## src/fpu_config.svh

```systemverilog
// FP16 coprocessor configuration
`ifndef FPU_CONFIG_SVH
`define FPU_CONFIG_SVH

// Half-precision field widths.
`define FP16_EXPW 5
`define FP16_FRACW 10

// Exponent bias and the largest biased exponent of a finite value.
`define FP16_BIAS 15
`define FP16_EXP_MAX 30

// Result register bank depth.
`define FPU_REGS 8

// Number of multiply lanes sharing the bank.
`define FPU_LANES 2

`endif

```

## src/fpuControlPkg.sv

```systemverilog
// Coprocessor control types
`include "fpu_config.svh"

package fpuControlPkg;

  // Lane sequencing.
  typedef enum logic [1:0] {
    WAIT,
    SIGCOMP,
    DONE
  } laneState_t;

  // Result register select.
  typedef logic [$clog2(`FPU_REGS)-1:0] regIndex_t;

  // Lane select, used by the write arbiter.
  typedef logic [$clog2(`FPU_LANES)-1:0] laneIndex_t;

endpackage

```

## src/fpuFormatPkg.sv

```systemverilog
// Half-precision number format types
`include "fpu_config.svh"

package fpuFormatPkg;

  // Sign at the top, then exponent, then fraction.
  typedef logic [`FP16_EXPW+`FP16_FRACW:0] fp16_t;

  // Significand including the hidden bit.
  typedef logic [`FP16_FRACW:0] sig11_t;

  // Zero, carry, negative, overflow, from the top bit down.
  typedef logic [3:0] condCode_t;

  // Overflow, underflow, inexact, from the top bit down.
  typedef logic [2:0] opStatusFlag_t;

  function automatic logic fpSign(fp16_t value);
    return value[`FP16_EXPW+`FP16_FRACW];
  endfunction

  function automatic logic [`FP16_EXPW-1:0] fpExp(fp16_t value);
    return value[`FP16_FRACW +: `FP16_EXPW];
  endfunction

  function automatic logic [`FP16_FRACW-1:0] fpFrac(fp16_t value);
    return value[`FP16_FRACW-1:0];
  endfunction

endpackage

```

## src/fpuCoproc.sv

```systemverilog
// Dual-lane FP16 multiply coprocessor
`timescale 1ns/1ps
`include "fpu_config.svh"

module fpuCoproc
  import fpuFormatPkg::*, fpuControlPkg::*;
(
  input  logic          clock,
  input  logic          reset,
  input  logic          start0,
  input  logic          start1,
  input  fp16_t         operandA0,
  input  fp16_t         operandB0,
  input  fp16_t         operandA1,
  input  fp16_t         operandB1,
  input  regIndex_t     dest0,
  input  regIndex_t     dest1,
  output logic          busy0,
  output logic          busy1,
  input  regIndex_t     readAddr,
  output fp16_t         readValue,
  output opStatusFlag_t readFlags,
  output condCode_t     readCodes
);
  // Lane to bank results, one slot per lane.
  logic [`FPU_LANES-1:0]          resultValid;
  logic [`FPU_LANES-1:0]          writeGrant;
  fp16_t [`FPU_LANES-1:0]         resultValue;
  opStatusFlag_t [`FPU_LANES-1:0] resultFlags;
  condCode_t [`FPU_LANES-1:0]     resultCodes;
  regIndex_t [`FPU_LANES-1:0]     resultDest;

  fpuMul16 lane0 (
    .clock(clock), .reset(reset), .start(start0),
    .fpuIn1(operandA0), .fpuIn2(operandB0), .dest(dest0),
    .writeGrant(writeGrant[0]), .busy(busy0),
    .resultValid(resultValid[0]), .resultValue(resultValue[0]),
    .resultFlags(resultFlags[0]), .resultCodes(resultCodes[0]),
    .resultDest(resultDest[0])
  );

  fpuMul16 lane1 (
    .clock(clock), .reset(reset), .start(start1),
    .fpuIn1(operandA1), .fpuIn2(operandB1), .dest(dest1),
    .writeGrant(writeGrant[1]), .busy(busy1),
    .resultValid(resultValid[1]), .resultValue(resultValue[1]),
    .resultFlags(resultFlags[1]), .resultCodes(resultCodes[1]),
    .resultDest(resultDest[1])
  );

  fpuResultBank resultBank (
    .clock       (clock),
    .reset       (reset),
    .resultValid (resultValid),
    .resultValue (resultValue),
    .resultFlags (resultFlags),
    .resultCodes (resultCodes),
    .resultDest  (resultDest),
    .writeGrant  (writeGrant),
    .readAddr    (readAddr),
    .readValue   (readValue),
    .readFlags   (readFlags),
    .readCodes   (readCodes)
  );

endmodule

```

## src/fpuMul16.sv

```systemverilog
// FP16 multiply lane
`timescale 1ns/1ps
`include "fpu_config.svh"

module fpuMul16
  import fpuFormatPkg::*, fpuControlPkg::*;
(
  input  logic          clock,
  input  logic          reset,
  input  logic          start,
  input  fp16_t         fpuIn1,
  input  fp16_t         fpuIn2,
  input  regIndex_t     dest,
  input  logic          writeGrant,
  output logic          busy,
  output logic          resultValid,
  output fp16_t         resultValue,
  output opStatusFlag_t resultFlags,
  output condCode_t     resultCodes,
  output regIndex_t     resultDest
);
  localparam fp16_t quietNaN = {1'b0, {`FP16_EXPW{1'b1}}, 1'b1, {(`FP16_FRACW-1){1'b0}}};

  laneState_t                 state;
  laneState_t                 nextState;
  fp16_t                      opA;
  fp16_t                      opB;
  regIndex_t                  destReg;
  logic                       accept;
  sig11_t                     sigIn1;
  sig11_t                     sigIn2;
  logic [2*`FP16_FRACW+1:0]   product;
  logic                       mulDone;
  logic [`FP16_EXPW:0]        expSum;
  logic [`FP16_EXPW:0]        biasedExp;
  logic [`FP16_EXPW:0]        denormDiff;
  logic [`FP16_EXPW-1:0]      unnormExp;
  logic                       denorm;
  logic                       OFin;
  logic                       sticky;
  logic                       nanIn;
  fp16_t                      normOut;
  opStatusFlag_t              normFlags;

  assign accept = start && (state == WAIT);

  always_ff @(posedge clock, posedge reset) begin
    if (reset) begin
      state <= WAIT;
    end else begin
      state <= nextState;
    end
  end

  always_comb begin
    nextState = state;
    case (state)
      WAIT:    if (start) nextState = SIGCOMP;
      SIGCOMP: if (mulDone) nextState = DONE;
      DONE:    if (writeGrant) nextState = WAIT;
      default: nextState = WAIT;
    endcase
  end

  // Operands and destination are held for the whole operation.
  always_ff @(posedge clock) begin
    if (accept) begin
      opA <= fpuIn1;
      opB <= fpuIn2;
      destReg <= dest;
    end
  end

  // The multiplier loads on the start edge, so it sees the ports directly.
  assign sigIn1 = {fpExp(fpuIn1) != '0, fpFrac(fpuIn1)};
  assign sigIn2 = {fpExp(fpuIn2) != '0, fpFrac(fpuIn2)};

  fpuMultiplier16 sigMultiplier (
    .clock  (clock),
    .reset  (reset),
    .start  (accept),
    .mulIn1 (sigIn1),
    .mulIn2 (sigIn2),
    .mulOut (product),
    .done   (mulDone)
  );

  // Biased exponent sum, and whether it lands below or above the normal range.
  assign expSum = {1'b0, fpExp(opA)} + {1'b0, fpExp(opB)};
  assign biasedExp = expSum - (`FP16_EXPW+1)'(`FP16_BIAS);
  assign denorm = (expSum < (`FP16_EXPW+1)'(`FP16_BIAS));
  assign OFin = !denorm && (biasedExp > (`FP16_EXPW+1)'(`FP16_EXP_MAX));
  assign unnormExp = denorm ? '0 : biasedExp[`FP16_EXPW-1:0];
  assign denormDiff = denorm ? (`FP16_EXPW+1)'(`FP16_BIAS) - expSum : '0;

  // Bits below the guard position.
  assign sticky = (product[`FP16_FRACW-2:0] != '0);

  fpuNormalizer16 mulNormalizer (
    .unnormSign    (fpSign(opA) ^ fpSign(opB)),
    .unnormInt     (product[2*`FP16_FRACW+1 -: 2]),
    .unnormFrac    (product[2*`FP16_FRACW-1:0]),
    .unnormExp     (unnormExp),
    .denormDiff    (denormDiff),
    .sticky        (sticky),
    .OFin          (OFin),
    .normOut       (normOut),
    .opStatusFlags (normFlags)
  );

  assign nanIn = ((fpExp(opA) == '1) && (fpFrac(opA) != '0)) ||
                 ((fpExp(opB) == '1) && (fpFrac(opB) != '0));

  assign busy = (state != WAIT);
  assign resultValid = (state == DONE);
  assign resultDest = destReg;
  assign resultValue = nanIn ? quietNaN : normOut;
  assign resultFlags = nanIn ? '0 : normFlags;
  // Carry and overflow codes stay low.
  assign resultCodes = {(resultValue[`FP16_EXPW+`FP16_FRACW-1:0] == '0), 1'b0,
                        fpSign(resultValue), 1'b0};

endmodule

```

## src/fpuMultiplier16.sv

```systemverilog
// Shift-add significand multiplier
`timescale 1ns/1ps
`include "fpu_config.svh"

module fpuMultiplier16 (
  input  logic                     clock,
  input  logic                     reset,
  input  logic                     start,
  input  logic [`FP16_FRACW:0]     mulIn1,
  input  logic [`FP16_FRACW:0]     mulIn2,
  output logic [2*`FP16_FRACW+1:0] mulOut,
  output logic                     done
);
  localparam int sigW = `FP16_FRACW + 1;
  localparam int prodW = 2 * sigW;

  logic [prodW-1:0]        multiplicand;
  logic [prodW-1:0]        accumulator;
  logic [sigW-1:0]         multiplier;
  logic [$clog2(sigW)-1:0] bitCount;
  logic                    running;

  // One multiplier bit per cycle, done after the last one.
  always_ff @(posedge clock, posedge reset) begin
    if (reset) begin
      running <= 1'b0;
      bitCount <= '0;
      done <= 1'b0;
    end else if (start) begin
      running <= 1'b1;
      bitCount <= '0;
      done <= 1'b0;
    end else if (running) begin
      bitCount <= bitCount + 1'b1;
      if (bitCount == sigW - 1) begin
        running <= 1'b0;
        done <= 1'b1;
      end
    end
  end

  // Accumulate the shifted multiplicand for each set multiplier bit.
  always_ff @(posedge clock) begin
    if (start) begin
      multiplicand <= {{sigW{1'b0}}, mulIn1};
      multiplier <= mulIn2;
      accumulator <= '0;
    end else if (running) begin
      if (multiplier[0]) begin
        accumulator <= accumulator + multiplicand;
      end
      multiplicand <= multiplicand << 1;
      multiplier <= multiplier >> 1;
    end
  end

  // Product stays here until the next start.
  assign mulOut = accumulator;

endmodule

```

## src/fpuNormalizer16.sv

```systemverilog
// FP16 product normalizer and rounder
`timescale 1ns/1ps
`include "fpu_config.svh"

module fpuNormalizer16
  import fpuFormatPkg::*;
(
  input  logic                     unnormSign,
  input  logic [1:0]               unnormInt,
  input  logic [2*`FP16_FRACW-1:0] unnormFrac,
  input  logic [`FP16_EXPW-1:0]    unnormExp,
  input  logic [`FP16_EXPW:0]      denormDiff,
  input  logic                     sticky,
  input  logic                     OFin,
  output fp16_t                    normOut,
  output opStatusFlag_t            opStatusFlags
);
  localparam int fracW = `FP16_FRACW;
  localparam int expW = `FP16_EXPW;
  // Two integer bits, kept fraction, guard and sticky.
  localparam int workW = fracW + 4;
  // Room for the largest subnormal shift.
  localparam int padW = `FP16_BIAS + 1;

  logic [workW-1:0]        rawWork;
  logic [workW-1:0]        alignWork;
  logic [workW-1:0]        subWork;
  logic [workW+padW-1:0]   shiftedWork;
  logic signed [expW+1:0]  effExp;
  logic signed [expW+1:0]  alignExp;
  logic [expW:0]           subShift;
  logic [expW-1:0]         expField;
  logic [expW+fracW-1:0]   packedMag;
  logic [expW+fracW-1:0]   rounded;
  logic                    subnormal;
  logic                    guardBit;
  logic                    stickyBit;
  logic                    roundUp;
  logic                    productZero;
  logic                    overflow;
  logic                    underflow;
  logic                    inexact;

  assign rawWork = {unnormInt, unnormFrac[2*fracW-1 -: fracW+1], sticky};

  // Signed exponent, negative when the result falls below the normal range.
  assign effExp = $signed({2'b00, unnormExp}) - $signed({1'b0, denormDiff});

  // Products of 2 or more move right one place.
  assign alignWork = unnormInt[1] ?
                     {1'b0, rawWork[workW-1:2], rawWork[1] | rawWork[0]} : rawWork;
  assign alignExp = effExp + {{(expW+1){1'b0}}, unnormInt[1]};

  // Subnormal results shift right until the exponent reaches 1.
  assign subnormal = (alignExp < 1);
  assign subShift = subnormal ? (expW+1)'(1 - alignExp) : '0;
  assign shiftedWork = {alignWork, {padW{1'b0}}} >> subShift;
  assign subWork = {shiftedWork[workW+padW-1:padW+1], |shiftedWork[padW:0]};

  assign guardBit = subWork[1];
  assign stickyBit = subWork[0];
  assign expField = subnormal ? '0 : alignExp[expW-1:0];
  assign packedMag = {expField, subWork[fracW+1:2]};

  // Round to nearest, ties to even. A carry ripples into the exponent.
  assign roundUp = guardBit & (stickyBit | subWork[2]);
  assign rounded = packedMag + {{(expW+fracW-1){1'b0}}, roundUp};

  assign productZero = (unnormInt == 2'b00) && (unnormFrac == '0) && !sticky;
  assign overflow = !productZero &&
                    (OFin || (alignExp > `FP16_EXP_MAX) || (rounded[fracW +: expW] == '1));
  assign underflow = !productZero && !overflow && (rounded[fracW +: expW] == '0);
  assign inexact = !productZero && (guardBit || stickyBit || overflow);

  always_comb begin
    if (productZero) begin
      normOut = {unnormSign, {(expW+fracW){1'b0}}};
    end else if (overflow) begin
      // Saturate to a signed infinity.
      normOut = {unnormSign, {expW{1'b1}}, {fracW{1'b0}}};
    end else begin
      normOut = {unnormSign, rounded};
    end
  end

  assign opStatusFlags = {overflow, underflow, inexact};

endmodule

```

## src/fpuResultBank.sv

```systemverilog
// Shared result register bank
`timescale 1ns/1ps
`include "fpu_config.svh"

module fpuResultBank
  import fpuFormatPkg::*, fpuControlPkg::*;
(
  input  logic                           clock,
  input  logic                           reset,
  input  logic [`FPU_LANES-1:0]          resultValid,
  input  fp16_t [`FPU_LANES-1:0]         resultValue,
  input  opStatusFlag_t [`FPU_LANES-1:0] resultFlags,
  input  condCode_t [`FPU_LANES-1:0]     resultCodes,
  input  regIndex_t [`FPU_LANES-1:0]     resultDest,
  output logic [`FPU_LANES-1:0]          writeGrant,
  input  regIndex_t                      readAddr,
  output fp16_t                          readValue,
  output opStatusFlag_t                  readFlags,
  output condCode_t                      readCodes
);
  fp16_t         regValue [`FPU_REGS];
  opStatusFlag_t regFlags [`FPU_REGS];
  condCode_t     regCodes [`FPU_REGS];
  laneIndex_t    rrPtr;
  laneIndex_t    grantIdx;
  logic          anyGrant;

  // Search from the priority lane onward, first valid lane wins.
  always_comb begin
    laneIndex_t candidate;
    writeGrant = '0;
    grantIdx = rrPtr;
    anyGrant = 1'b0;
    for (int i = 0; i < `FPU_LANES; i++) begin
      candidate = laneIndex_t'((int'(rrPtr) + i) % `FPU_LANES);
      if (!anyGrant && resultValid[candidate]) begin
        anyGrant = 1'b1;
        grantIdx = candidate;
      end
    end
    if (anyGrant) begin
      writeGrant[grantIdx] = 1'b1;
    end
  end

  // Priority passes to the lane after the one just granted.
  always_ff @(posedge clock, posedge reset) begin
    if (reset) begin
      rrPtr <= '0;
    end else if (anyGrant) begin
      rrPtr <= laneIndex_t'((int'(grantIdx) + 1) % `FPU_LANES);
    end
  end

  always_ff @(posedge clock, posedge reset) begin
    if (reset) begin
      for (int r = 0; r < `FPU_REGS; r++) begin
        regValue[r] <= '0;
        regFlags[r] <= '0;
        regCodes[r] <= '0;
      end
    end else if (anyGrant) begin
      regValue[resultDest[grantIdx]] <= resultValue[grantIdx];
      regFlags[resultDest[grantIdx]] <= resultFlags[grantIdx];
      regCodes[resultDest[grantIdx]] <= resultCodes[grantIdx];
    end
  end

  // Host read port.
  assign readValue = regValue[readAddr];
  assign readFlags = regFlags[readAddr];
  assign readCodes = regCodes[readAddr];

endmodule

```

## config.mk

```make
export PLATFORM = sky130hd
export DESIGN_NAME = fpuCoproc
export DESIGN_NICKNAME = d
export VERILOG_FILES = /design/src/fpuControlPkg.sv /design/src/fpuFormatPkg.sv /design/src/fpuCoproc.sv /design/src/fpuMul16.sv /design/src/fpuMultiplier16.sv /design/src/fpuNormalizer16.sv /design/src/fpuResultBank.sv
export VERILOG_INCLUDE_DIRS = /design/src
export SDC_FILE = /design/constraint.sdc
export NUM_CORES = 1
export LEC_CHECK = 0
export BUFFER_PORTS_ARGS = -buffer_cell sky130_fd_sc_hd__buf_4
export CAP_MARGIN = 20
export CORE_ASPECT_RATIO = 1.5
export CORE_UTILIZATION = 45
export CTS_CLUSTER_DIAMETER = 100
export CTS_CLUSTER_SIZE = 28
export DETAILED_ROUTE_END_ITERATION = 7
export RECOVER_POWER = 25
export SLEW_MARGIN = 15
export SYNTH_ARGS = -nofsm -noshare
export SYNTH_HDL_FRONTEND = slang
export SYNTH_SLANG_ARGS = --single-unit
```

## constraint.sdc

```tcl
create_clock -name clock -period 16.58 [get_ports clock]
set_clock_uncertainty 0.1 [all_clocks]
set_input_delay 2.487 -clock clock [delete_from_list [all_inputs] [get_ports clock]]
set_output_delay 2.487 -clock clock [all_outputs]
set_load 0.005 [all_outputs]
```

== After elaboration in Yosys (flattened, before gate mapping) ==
Cells that the tools add are included.

* Input bits: 77
* Logic and storage cells: 274
* Output and inout bits: 25
* Register bits after elaboration: 381

* $add $sub $neg: 20
* Bitwise logic cells: 10
* Reductions and logical operators: 76
* $lt $le $gt $ge: 15
* Equal/unequal tests: 18
* Shift operators: 2
* Muxes and demuxes: 86

{| class="wikitable"
|+ Operators by type and width
! cell !! number
|-
| $bwmux W128 || 1
|-
| $mux W16 || 7
|-
| $mux W11 || 8
|-
| $mux W15 || 4
|-
| $shr A29 B6 Y28 || 2
|-
| $bmux W16 S3 || 1
|-
| $demux W16 S3 || 1
|-
| $add A22 B22 Y22 || 2
|-
| $logic_not A20 Y1 || 2
|-
| $reduce_bool A10 Y1 || 4
|-
| $mux W4 || 9
|-
| $reduce_or A17 Y1 || 2
|-
| $bwmux W32 || 1
|-
| $add A15 B1 Y15 || 2
|-
| $eq A5 B5 Y1 const B || 6
|-
| $logic_not A15 Y1 || 2
|-
| $mux W3 || 9
|-
| $mux W13 || 2
|-
| $bwmux W24 || 1
|-
| $mux W6 || 4
|-
| $logic_and A1 B1 Y1 || 23
|-
| $mux W1 || 20
|-
| $mux W5 || 4
|-
| $reduce_bool A5 Y1 || 4
|-
| other kinds (40) || 106
|}

== Logic depth before layout (Yosys ltp) ==
Gate-level depths: netlist (run 1).

* Depth in word-level cells: 22
* Gate-level depth with buffers: 38
* Mapped depth without buffers: 35

== Hierarchy ==
A second synthesis (run 1) with hierarchy kept.

* Cells, all modules: 2264
* Area total of the unflattened synthesis: 24473.5 um^2

{| class="wikitable"
|+ Modules (own cells, without submodules)
! module !! cells an instance !! instances !! sequential area each (um^2) !! area an instance (um^2)
|-
| fpuResultBank || 520 || 1 || 4629.4 || 8893.5
|-
| fpuMultiplier16 || 357 || 2 || 1471.4 || 3462.1
|-
| fpuNormalizer16 || 369 || 2 || 0.0 || 2506.2
|-
| fpuMul16 || 146 || 2 || 1101.1 || 1821.7
|}

== Least setup slack after synthesis (run 1) ==
No wires, ideal clock.

* Kind: register to register
* From: register lane0.opB[10]
* To: register resultBank.regCodes[11] (netlist bit)
* Setup time: 129 ps
* Buffers on the path: 1
* Data required time: 16351 ps
* Cell stages (with the launch flop): 37
* Path slack: 8024 ps
* Clock period less this slack: 8556 ps
* Arrival: 8326 ps
* Cells stage by stage: edfxtp_1 -> ha_1 -> fa_1 -> a21o_1 -> a21oi_1 -> xnor2_1 -> inv_1 -> ha_1 -> nand3_1 -> o31a_1 -> clkbuf_1 -> and2_1 -> ha_1 -> nor2_1 -> nand2b_1 -> fa_1 -> xnor2_1 -> inv_1 -> ha_1 -> a21boi_0 -> a21boi_1 -> nand3_1 -> o211ai_1 -> nand2_1 -> a222oi_1 -> a21oi_2 -> o22ai_1 -> o32ai_2 -> ha_1 -> o2111a_1 -> a31oi_1 -> o21ai_1 -> nor4b_4 -> a31oi_1 -> a21o_1 -> a41oi_4 -> o21ai_2

* Longest elaborated chain between the ends: 22
* Elaborated cells on any way between the ends: 35
* Classes of those cells: add/sub: 7; order compare: 4; eq/ne: 2; shift: 1; mux: 10; bitwise: 2; reduce/logical: 9

{| class="wikitable"
|+ Ends and longest elaborated chain
! item !! RTL line !! source
|-
| start: declaration || fpuMul16.sv:27 || <nowiki>fp16_t opB;</nowiki>
|-
| start signal: assignment || fpuMul16.sv:69 || <nowiki>opB <= fpuIn2;</nowiki>
|-
| $add A5 B5 Y6 || fpuMul16.sv:89 || <nowiki>assign expSum = {1'b0, fpExp(opA)} + {1'b0, fpExp(opB)};</nowiki>
|-
| $sub A6 B4 Y6 (tied with other cells) || fpuMul16.sv:90 || <nowiki>assign biasedExp = expSum - (`FP16_EXPW+1)'(`FP16_BIAS);</nowiki>
|-
| $mux W5 / $mux W6 (equally long branches) || fpuMul16.sv:93, fpuMul16.sv:94 ||
|-
| $sub A5 B6 Y7 || fpuNormalizer16.sv:47 || <nowiki>assign effExp = $signed({2'b00, unnormExp}) - $signed({1'b0, denormDiff});</nowiki>
|-
| $add A7 B1 Y7 || fpuNormalizer16.sv:52 || <nowiki>assign alignExp = effExp + {{(expW+1){1'b0}}, unnormInt[1]};</nowiki>
|-
| $sub A2 B6 Y6 / $lt A7 B2 Y1 (equally long branches) || fpuNormalizer16.sv:56, fpuNormalizer16.sv:55 ||
|-
| $mux W6 || fpuNormalizer16.sv:56 || <nowiki>assign subShift = subnormal ? (expW+1)'(1 - alignExp) : '0;</nowiki>
|-
| $shr A29 B6 Y28 || fpuNormalizer16.sv:57 || <nowiki>assign shiftedWork = {alignWork, {padW{1'b0}}} >> subShift;</nowiki>
|-
| (+5 left out) || n/a ||
|-
| $logic_or A1 B1 Y1 || fpuNormalizer16.sv:71 || <nowiki>(OFin || (alignExp > `FP16_EXP_MAX) || (rounded[fracW +: expW] == '1));</nowiki>
|-
| $logic_and A1 B1 Y1 || fpuNormalizer16.sv:70 || <nowiki>assign overflow = !productZero &&</nowiki>
|-
| $mux W15 || fpuNormalizer16.sv:78 || <nowiki>end else if (overflow) begin</nowiki>
|-
| $mux W15 || fpuNormalizer16.sv:76 || <nowiki>if (productZero) begin</nowiki>
|-
| $mux W16 (*) || fpuMul16.sv:117 || <nowiki>assign resultValue = nanIn ? quietNaN : normOut;</nowiki>
|-
| $logic_not A15 Y1 (*) || fpuMul16.sv:120 || <nowiki>assign resultCodes = {(resultValue[`FP16_EXPW+`FP16_FRACW-1:0] == '0), 1'b0,</nowiki>
|-
| $mux W4 (not written as such) (*) (2 in series) || fpuResultBank.sv:65 || <nowiki>regCodes[resultDest[grantIdx]] <= resultCodes[grantIdx];</nowiki>
|-
| $bwmux W32 (*) || fpuResultBank.sv:65 ||
|-
| end signal: indexed assignment || fpuResultBank.sv:65 ||
|-
| end: declaration || fpuResultBank.sv:23 || <nowiki>condCode_t regCodes [`FPU_REGS];</nowiki>
|}

Mark *: on every way between the ends. The rest lies on a longest branch, timed or not. The select of a mux whose other input is x is not followed.
A chain may end at the register's enable or synchronous reset.

== Worst setup path after layout (run 1) ==
* From: register lane0.opB[10]
* To: register resultBank.regFlags[3] (netlist bit)

* Longest elaborated chain between the ends: 21
* Elaborated cells on any way between the ends: 35
* Classes of those cells: add/sub: 7; order compare: 4; eq/ne: 2; shift: 1; mux: 8; bitwise: 2; reduce/logical: 11

{| class="wikitable"
|+ Ends and longest elaborated chain
! item !! RTL line !! source
|-
| $add A5 B5 Y6 || fpuMul16.sv:89 ||
|-
| $sub A6 B4 Y6 (tied with other cells) || fpuMul16.sv:90 ||
|-
| $mux W5 / $mux W6 (equally long branches) || fpuMul16.sv:93, fpuMul16.sv:94 ||
|-
| $sub A5 B6 Y7 || fpuNormalizer16.sv:47 ||
|-
| $add A7 B1 Y7 || fpuNormalizer16.sv:52 ||
|-
| $sub A2 B6 Y6 / $lt A7 B2 Y1 (equally long branches) || fpuNormalizer16.sv:56, fpuNormalizer16.sv:55 ||
|-
| $mux W6 || fpuNormalizer16.sv:56 ||
|-
| $shr A29 B6 Y28 || fpuNormalizer16.sv:57 ||
|-
| (+4 left out) || n/a ||
|-
| $eq A5 B5 Y1 || fpuNormalizer16.sv:71 ||
|-
| $logic_or A1 B1 Y1 || fpuNormalizer16.sv:71 ||
|-
| $logic_and A1 B1 Y1 || fpuNormalizer16.sv:70 ||
|-
| $logic_or A1 B1 Y1 || fpuNormalizer16.sv:73 || <nowiki>assign inexact = !productZero && (guardBit || stickyBit || overflow);</nowiki>
|-
| $logic_and A1 B1 Y1 || fpuNormalizer16.sv:73 ||
|-
| $mux W3 (*) || fpuMul16.sv:118 || <nowiki>assign resultFlags = nanIn ? '0 : normFlags;</nowiki>
|-
| $mux W3 (not written as such) (*) (2 in series) || fpuResultBank.sv:64 || <nowiki>regFlags[resultDest[grantIdx]] <= resultFlags[grantIdx];</nowiki>
|-
| $bwmux W24 (*) || fpuResultBank.sv:64 ||
|-
| end signal: indexed assignment || fpuResultBank.sv:64 ||
|-
| end: declaration || fpuResultBank.sv:22 || <nowiki>opStatusFlag_t regFlags [`FPU_REGS];</nowiki>
|}

Marked as above.

==> metrics.txt, run 1 <==
# TYPE chip_impl_metric gauge
chip_impl_metric{name="final_cell_count_no_fill",unit=""} 3017
chip_impl_metric{name="yosysWarningCount",unit=""} 0
chip_impl_metric{name="drtIter0Drc",unit=""} 990
chip_impl_metric{name="multi_input_area",unit="mm2"} 0.01212
chip_impl_metric{name="numPlacedInstances",unit=""} 2986
chip_impl_metric{name="first_global_vias",unit=""} 17670
chip_impl_metric{name="period_share",unit="%"} 65.66
chip_impl_metric{name="cts.clk_slew.worst_paths",unit="ps"} 100
chip_impl_metric{name="max-clock-path-buffers",unit=""} 3
chip_impl_metric{name="sum_of_negative_setup_slack",unit="ps"} 0
chip_impl_metric{name="cts-htree-levels",unit=""} 1
chip_impl_metric{name="floorplan.die.height",unit="um"} 273.5
chip_impl_info{name="holdCritPathClass",value="reg -> reg"} 1
chip_impl_metric{name="buffer_ports.inserted",unit=""} 99
chip_impl_metric{name="initial_core_util",unit="%"} 45.53
chip_impl_info{name="min_delay_worst_endpoint",value="resultBank.regValue[5]"} 1
chip_impl_metric{name="post_drt_via_cell_ratio",unit=""} 5.811
chip_impl_metric{name="hold_path_depth",unit=""} 2
chip_impl_metric{name="design.die.area",unit="mm2"} 0.05004
chip_impl_metric{name="slew_headroom",unit="%"} -198.9
chip_impl_metric{name="detail_route.wirelength",unit="mm"} 57.41
chip_impl_metric{name="number_of_different_library_cells_in_the_post_synthesis_netlist",unit=""} 128
chip_impl_metric{name="hold_viol_final",unit=""} 0
chip_impl_metric{name="worst-endpoint-arrival",unit="ps"} 11260
chip_impl_metric{name="gr-total-overflow",unit=""} 0
chip_impl_metric{name="setup_viol",unit=""} 0
chip_impl_info{name="synthDominantAreaCellType",value="sky130_fd_sc_hd__dfrtp_1"} 1
chip_impl_metric{name="tightest_slew",unit="ps"} 4459
chip_impl_metric{name="layout.filler_cells",unit=""} 4636
chip_impl_metric{name="async_flop_share",unit="%"} 49.58
chip_impl_metric{name="antenna-diode-count",unit=""} 0
chip_impl_metric{name="core_area",unit="mm2"} 0.04856
chip_impl_metric{name="largest_net_degree_at_the_start_of_global_routing",unit=""} 101
chip_impl_metric{name="tritoncts.num_buffers",unit=""} 17
chip_impl_metric{name="maxCapViolCount",unit=""} 1
chip_impl_metric{name="synth_seq_cells",unit=""} 357
chip_impl_info{name="timing.critical_path.from_type",value="flop"} 1
chip_impl_metric{name="boundaryPins",unit=""} 102
chip_impl_info{name="outcome",value="finished, violations left"} 1
chip_impl_metric{name="hold_ws",unit="ps"} 383.0
chip_impl_metric{name="antenna_violations_before_repair",unit=""} 0
chip_impl_metric{name="wl_per_cell",unit="um"} 19.03
chip_impl_metric{name="clk_latency",unit="ps"} 550
chip_impl_info{name="rsz0062_at_grt",value="false"} 1
chip_impl_info{name="critical_r2r_capture",value="resultBank.regFlags[3]"} 1
chip_impl_metric{name="critPathMaxStageDelay",unit="ps"} 750
chip_impl_metric{name="synth_edf_count",unit=""} 114
chip_impl_metric{name="gp_congestion",unit=""} 0.9863
chip_impl_info{name="critical_path.slowest_cell",value="sky130_fd_sc_hd__a222oi_1"} 1
chip_impl_metric{name="cp_max_fo",unit=""} 13
chip_impl_metric{name="ff2ff_path_depth",unit=""} 35
chip_impl_metric{name="netlist.area_leader.share",unit="%"} 20.03
chip_impl_info{name="synthTopCellsByArea",value="sky130_fd_sc_hd__dfrtp_1, sky130_fd_sc_hd__edfxtp_1, sky130_fd_sc_hd__nand2_1, sky130_fd_sc_hd__dfxtp_1, sky130_fd_sc_hd__ha_1"} 1
chip_impl_metric{name="cts_resized",unit=""} 0
chip_impl_metric{name="syn-cell-area",unit="mm2"} 0.02211
chip_impl_metric{name="seq_area",unit="mm2"} 0.009174
chip_impl_metric{name="dpl.hpwl",unit="mm"} 42.23
chip_impl_metric{name="fin_util",unit="%"} 48.95
chip_impl_metric{name="layout.nets",unit=""} 2526
chip_impl_metric{name="worst_ep_required_time",unit="ps"} 16960
chip_impl_info{name="violations",value="capacitance limit, slew limit"} 1
chip_impl_metric{name="finalCriticalPeriod",unit="ps"} 10890
chip_impl_metric{name="syn_avg_cell_area",unit="um2"} 9.567
chip_impl_metric{name="ant_nets",unit=""} 0
chip_impl_metric{name="vias",unit=""} 17530
chip_impl_metric{name="cts_num_sinks",unit=""} 357
chip_impl_metric{name="cts.hold.buffers_added",unit=""} 0
chip_impl_metric{name="number_of_design_rule_violations_left_after_detail_routing",unit=""} 0
chip_impl_info{name="cts_tree",value="yes"} 1
chip_impl_info{name="cp_common_cell",value="sky130_fd_sc_hd__ha_1"} 1
chip_impl_info{name="clock_tree.root_cell",value="sky130_fd_sc_hd__clkbuf_16"} 1
chip_impl_metric{name="achievable-frequency",unit="MHz"} 91.86
chip_impl_metric{name="synth_seq_area_share",unit="%"} 41.49
chip_impl_info{name="most_used_flip_flop_cell_after_synthesis",value="sky130_fd_sc_hd__dfrtp_1"} 1
chip_impl_metric{name="layout-drive-gt1-share",unit="%"} 13.43
chip_impl_metric{name="grt_first_pass_wirelength",unit="mm"} 92.45
chip_impl_metric{name="final-max-slew-violation-count",unit=""} 101
chip_impl_metric{name="postSynthCellCount",unit=""} 2311
chip_impl_metric{name="timing.reg2reg.setup_slack",unit="ps"} 5690
chip_impl_info{name="crit-reg2reg-launch",value="lane0.opB[10]"} 1
chip_impl_metric{name="areaGrowthSynthToFinish",unit="%"} 7.516
chip_impl_info{name="worst_hold_startpoint",value="resultBank.regValue[5]"} 1
chip_impl_metric{name="globalRouteTotalUtil",unit="%"} 22.96
chip_impl_metric{name="dr.pass1.iters",unit=""} 5
chip_impl_metric{name="die_w",unit="um"} 183.0
chip_impl_metric{name="cts_post_setup_buffers_inserted",unit=""} 0
chip_impl_metric{name="core.rowCount",unit=""} 99
chip_impl_info{name="setup.worst_path.class",value="reg -> reg"} 1
chip_impl_info{name="end_kind",value="flop"} 1
[metal layers]
metal  GRT usage [%]  share of wire, %
met1           26.57                41
met5               0                 0
met2           43.09                52
met3           2.062               3.2
met4           9.232               3.9
[sequential cells by signal, indices dropped and copies added, names as in the netlist, 2 cells and up]
signal	cells
lane0.sigMultiplier.multiplier	11
lane1.sigMultiplier.multiplier	11
lane1.sigMultiplier.bitCount	4
lane0.opA	16
resultBank.regCodes	16
lane1.resultDest	3
resultBank.regFlags	24
lane0.state	2
lane0.sigMultiplier.mulOut	22
lane0.opB	16
lane1.opA	16
lane1.sigMultiplier.mulOut	22
lane0.sigMultiplier.bitCount	4
lane1.opB	16
lane1.sigMultiplier.multiplicand	22
lane0.sigMultiplier.multiplicand	22
resultBank.regValue	120
lane0.resultDest	3
lane1.state	2
[synth_stat cells, types with 14 or more instances]
cell type and number:
sky130_fd_sc_hd__a21o_1 19, sky130_fd_sc_hd__inv_1 81, sky130_fd_sc_hd__mux2i_1 47, sky130_fd_sc_hd__nand2_1 391, sky130_fd_sc_hd__a211oi_1 16, sky130_fd_sc_hd__o21ai_0 153
sky130_fd_sc_hd__dfrtp_1 177, sky130_fd_sc_hd__and2_1 21, sky130_fd_sc_hd__clkbuf_1 61, sky130_fd_sc_hd__ha_1 92, sky130_fd_sc_hd__o31ai_1 14, sky130_fd_sc_hd__nor2_1 183
sky130_fd_sc_hd__xor2_1 17, sky130_fd_sc_hd__nand3_1 41, sky130_fd_sc_hd__o21ai_1 45, sky130_fd_sc_hd__or3_1 16, sky130_fd_sc_hd__mux4_2 42, sky130_fd_sc_hd__o211ai_1 30
sky130_fd_sc_hd__a21oi_1 104, sky130_fd_sc_hd__nand4_1 14, sky130_fd_sc_hd__a31oi_1 20, sky130_fd_sc_hd__mux2_2 72, sky130_fd_sc_hd__dfxtp_1 66, sky130_fd_sc_hd__edfxtp_1 114
sky130_fd_sc_hd__o21a_1 17, sky130_fd_sc_hd__and3_1 19, sky130_fd_sc_hd__nor3_1 45, sky130_fd_sc_hd__nor4_1 29, sky130_fd_sc_hd__nand2b_1 14, sky130_fd_sc_hd__xnor2_1 53
[how the worst max path moves through the flow]
stage | to | slack [ps] | from
detailed placement | resultBank.regValue[80] | 5910 | lane0.opB[10]
floorplan | resultBank.regCodes[11] | 8020 | lane0.opB[10]
CTS | resultBank.regValue[0] | 5840 | lane0.opB[10]
global placement | resultBank.regValue[80] | 6210 | lane0.opB[10]
global route | resultBank.regValue[0] | 4930 | lane0.opB[10]
finish | resultBank.regFlags[3] | 5690 | lane0.opB[10]
[area by class of cell]
type | instances | share of cell area, %
clock buffer | 26 | 1.974
inverter | 84 | 1.332
tap | 656 | 3.453
timing repair buffer | 121 | 3.427
multi-input combinational | 1770 | 50.99
sequential | 357 | 38.59
clock inverter | 3 | 0.2316
[worst max-delay path: cells and delay by family (launching register included)]
| family | cells | cell delay, ps |
|---|---|---|
| flip-flops | 1 | 410 |
| adder cells (fa/ha/maj) | 7 | 2290 |
| AO/OA/AOI/OAI | 16 | 4930 |
| buffers and inverters | 2 | 560 |
| XOR/XNOR | 2 | 830 |
| AND/OR/NAND/NOR | 7 | 1420 |
| multiplexers | 1 | 270 |
[metrics by stage]
| stage | instance area, um2 | setup slack [ps] |
|---|---|---|
| final | 23770 | 5694 |
| after global routing | 23770 | 4931 |
| after detailed placement | 23320 | 5914 |
| after floorplan | 22110 | 8024 |
| after CTS | 23840 | 5838 |
| after global placement | 23320 | 6215 |
[cells in the final DEF (no fill, tap or decap), drive strengths merged, types with 16 or more instances in the layout]
master  netlist  final
mux2i        47     47
and3         20     20
buf          32     46
dfrtp       177    177
o21a         17     17
or3          16     16
a21oi       106    106
nor3         48     48
xor2         20     20
inv          82     83
xnor2        55     55
nand2       392    392
o21ai       208    208
dfxtp        66     66
clkbuf       62    101
ha           92     92
nor2        187    187
a211oi       19     19
mux2         72     72
nand3        43     43
edfxtp      114    114
o211ai       30     30
and2         24     24
nor4         33     33
mux4         42     42
a31oi        24     24
a21o         21     21
[cell families (layout without fill, tap and decap cells)]
kind of cell               Yosys count  count (layout)  synth area share, %
other                                1               2              0.01696
and+or+nand+nor                    856             856                18.07
DFF                                357             357                41.49
muxes                              161             161                10.07
adders and majority gates          100             100                5.840
xor gates and xnor gates            75              75                3.141
buffers and inverters              185             234                3.792
AOI/OAI and AO/OA                  576             576                17.57
Power of run 1 is left out: the tool's default activity adds up to more than one toggle a clock period on the data nets, which glitch-free logic cannot reach.
==> run 2, diff against run 1 <==
==> constraint.sdc (replaced) <==
create_clock -name clock -period 9.4 [get_ports clock]
set_clock_uncertainty 0.1 [all_clocks]
set_input_delay 1.41 -clock clock [delete_from_list [all_inputs] [get_ports clock]]
set_output_delay 1.41 -clock clock [all_outputs]
set_load 0.005 [all_outputs]
==> run 2 against run 1 <==
Wire length increased by 0.84%. Worst setup slack worse by 5100 ps. Core utilization rose by 1.0 points. Maximum frequency rose by 24%. Worst hold slack got worse by 1.5 ps. Register-to-register slack got worse by 5100 ps. Global-route usage is 0.35 points higher. Sequential cell count unchanged. Cell count up 1.8%. Non-clock buffer count is 55 higher. The run still ends with capacitance limit, slew limit left. Largest cell class unchanged. Critical path depth decreased by 1.
==> metrics.txt, run 2 (synthesized netlist as in run 1, its figures left out) <==
# TYPE chip_impl_metric gauge
chip_impl_info{name="outcome",value="finished, violations left"} 1
chip_impl_info{name="violations",value="capacitance limit, slew limit"} 1
chip_impl_metric{name="core.rowCount",unit=""} 99
chip_impl_info{name="holdCritPathClass",value="reg -> reg"} 1
chip_impl_metric{name="cp_max_fo",unit=""} 8
chip_impl_metric{name="number_of_design_rule_violations_left_after_detail_routing",unit=""} 0
chip_impl_metric{name="tightest_slew",unit="ps"} 4163
chip_impl_metric{name="layout-drive-gt1-share",unit="%"} 15.94
chip_impl_info{name="cpLargestDelayFamily",value="simple AND/OR/NAND/NOR gates"} 1
chip_impl_metric{name="fin_util",unit="%"} 49.97
chip_impl_metric{name="drtIter0Drc",unit=""} 1140
chip_impl_metric{name="setup_viol",unit=""} 0
chip_impl_info{name="critical_r2r_capture",value="resultBank.regValue[116]"} 1
chip_impl_metric{name="ff2ff_path_depth",unit=""} 34
chip_impl_metric{name="gr-total-overflow",unit=""} 0
chip_impl_metric{name="cts-htree-levels",unit=""} 1
chip_impl_metric{name="hold_path_depth",unit=""} 2
chip_impl_info{name="end_kind",value="flop"} 1
chip_impl_metric{name="globalRouteTotalUtil",unit="%"} 23.31
chip_impl_info{name="commonest_non_fill_non_tap_cell_in_the_layout",value="sky130_fd_sc_hd__nand2_1"} 1
chip_impl_metric{name="cp_bufs_invs",unit=""} 3
chip_impl_metric{name="design.die.area",unit="mm2"} 0.05004
chip_impl_metric{name="first_global_vias",unit=""} 17940
chip_impl_metric{name="die_w",unit="um"} 183.0
chip_impl_metric{name="areaGrowthSynthToFinish",unit="%"} 9.740
chip_impl_metric{name="initial_core_util",unit="%"} 45.53
chip_impl_metric{name="max-clock-path-buffers",unit=""} 3
chip_impl_metric{name="vias",unit=""} 17770
chip_impl_info{name="setup.worst_path.class",value="reg -> reg"} 1
chip_impl_metric{name="detail_route.wirelength",unit="mm"} 57.90
chip_impl_info{name="worst_hold_startpoint",value="lane1.sigMultiplier.mulOut[5]"} 1
chip_impl_metric{name="period_share",unit="%"} 93.71
chip_impl_metric{name="floorplan.die.height",unit="um"} 273.5
chip_impl_metric{name="buffer_ports.inserted",unit=""} 99
chip_impl_metric{name="layout.nets",unit=""} 2581
chip_impl_metric{name="post_drt_via_cell_ratio",unit=""} 5.786
chip_impl_info{name="min_delay_worst_endpoint",value="lane1.sigMultiplier.mulOut[5]"} 1
chip_impl_metric{name="worst_ep_required_time",unit="ps"} 9720
chip_impl_info{name="timing.critical_path.from_type",value="flop"} 1
chip_impl_info{name="layout.cells.most_common_list",value="sky130_fd_sc_hd__nand2_1, sky130_fd_sc_hd__nor2_1, sky130_fd_sc_hd__dfrtp_1"} 1
chip_impl_metric{name="boundaryPins",unit=""} 102
chip_impl_metric{name="sum_of_negative_setup_slack",unit="ps"} 0
chip_impl_metric{name="hold_ws",unit="ps"} 381.5
chip_impl_metric{name="timing.reg2reg.setup_slack",unit="ps"} 590
chip_impl_metric{name="hold_viol_final",unit=""} 0
chip_impl_metric{name="achievable-frequency",unit="MHz"} 113.5
chip_impl_metric{name="grt_first_pass_wirelength",unit="mm"} 94.07
chip_impl_info{name="critical_path.slowest_cell",value="sky130_fd_sc_hd__fa_1"} 1
chip_impl_metric{name="antenna_violations_before_repair",unit=""} 0
chip_impl_metric{name="cts.clk_slew.worst_paths",unit="ps"} 110
chip_impl_metric{name="dpl.hpwl",unit="mm"} 42.95
chip_impl_metric{name="wl_per_cell",unit="um"} 18.85
chip_impl_info{name="clock_tree.root_cell",value="sky130_fd_sc_hd__clkbuf_16"} 1
chip_impl_metric{name="clk_latency",unit="ps"} 550
chip_impl_info{name="layout_top_registers",value="resultBank.regValue (120), resultBank.regFlags (24)"} 1
chip_impl_metric{name="cts.hold.buffers_added",unit=""} 0
chip_impl_metric{name="ant_nets",unit=""} 0
chip_impl_metric{name="finalCriticalPeriod",unit="ps"} 8809
chip_impl_metric{name="critPathMaxStageDelay",unit="ps"} 610
chip_impl_metric{name="maxCapViolCount",unit=""} 1
chip_impl_info{name="largest_register",value="resultBank.regValue"} 1
chip_impl_info{name="cp_common_cell",value="sky130_fd_sc_hd__ha_1"} 1
chip_impl_metric{name="core_area",unit="mm2"} 0.04856
chip_impl_metric{name="final-max-slew-violation-count",unit=""} 94
chip_impl_metric{name="worst-endpoint-arrival",unit="ps"} 9130
chip_impl_info{name="cts_tree",value="yes"} 1
chip_impl_metric{name="cts_num_sinks",unit=""} 357
chip_impl_metric{name="dr.pass1.iters",unit=""} 5
chip_impl_metric{name="largest_register_ffs",unit=""} 120
chip_impl_info{name="crit-reg2reg-launch",value="lane1.opB[10]"} 1
chip_impl_metric{name="tritoncts.num_buffers",unit=""} 17
chip_impl_metric{name="largest_net_degree_at_the_start_of_global_routing",unit=""} 97
chip_impl_metric{name="slew_headroom",unit="%"} -179.0
chip_impl_metric{name="antenna-diode-count",unit=""} 0
chip_impl_metric{name="gp_congestion",unit=""} 0.9870
run 2: what timing repair did:
item,CTS,global route
gates resized for setup,0,14
setup buffers,0,4
setup endpoints to repair,0,104
run 2: worst max path at each step:
stage | startpoint | endpoint | slack, ps | cells after the start
6_report | lane1.opB[10] | resultBank.regValue[116] | 590 | 34
4_1_cts | lane1.opB[10] | resultBank.regValue[88] | 100 | 31
5_1_grt | lane0.opB[10] | resultBank.regValue[9] | -2 | 36
3_5_place_dp | lane1.opB[10] | resultBank.regValue[118] | 130 | 31
3_3_place_gp | lane1.opB[10] | resultBank.regValue[118] | 320 | 31
2_1_floorplan | lane0.opB[10] | resultBank.regCodes[11] | 840 | 36
run 2: layer usage:
metal	vias up	share of wire (%)	track usage (%)
li1	8624	-	-
met1	8597	41	27.34
met2	418	51	43.29
met3	135	3.2	1.796
met4	0	4.5	9.934
met5	-	0	0
run 2: tightest hold or removal path: cells and delay by family (launching register included):
kind	cells	cell delay, ps
DFF	1	340
and+or+nand+nor	1	60
AOI/OAI and AO/OA	1	50
run 2: final cells by class:
type                            instances  area [um2]
Tap cell                              656       820.8
Multi-Input combinational cell       1770       12180
Sequential cell                       357        9174
Clock inverter                          5       61.31
Inverter                               84       316.6
Clock buffer                           24       451.7
Fill cell                            4663       24290
Timing Repair Buffer                  176        1254
run 2: stage by stage:
stage	std cells	area, um2	worst slack, ps
2_1_floorplan	2312	22110	844.4
3_3_place_gp	3037	23700	324.6
3_5_place_dp	3037	23700	128.8
4_1_cts	3066	24210	104.9
5_1_grt	3072	24260	-1.788
6_report	3072	24260	591.2
Power of run 2 is left out for the same reason.
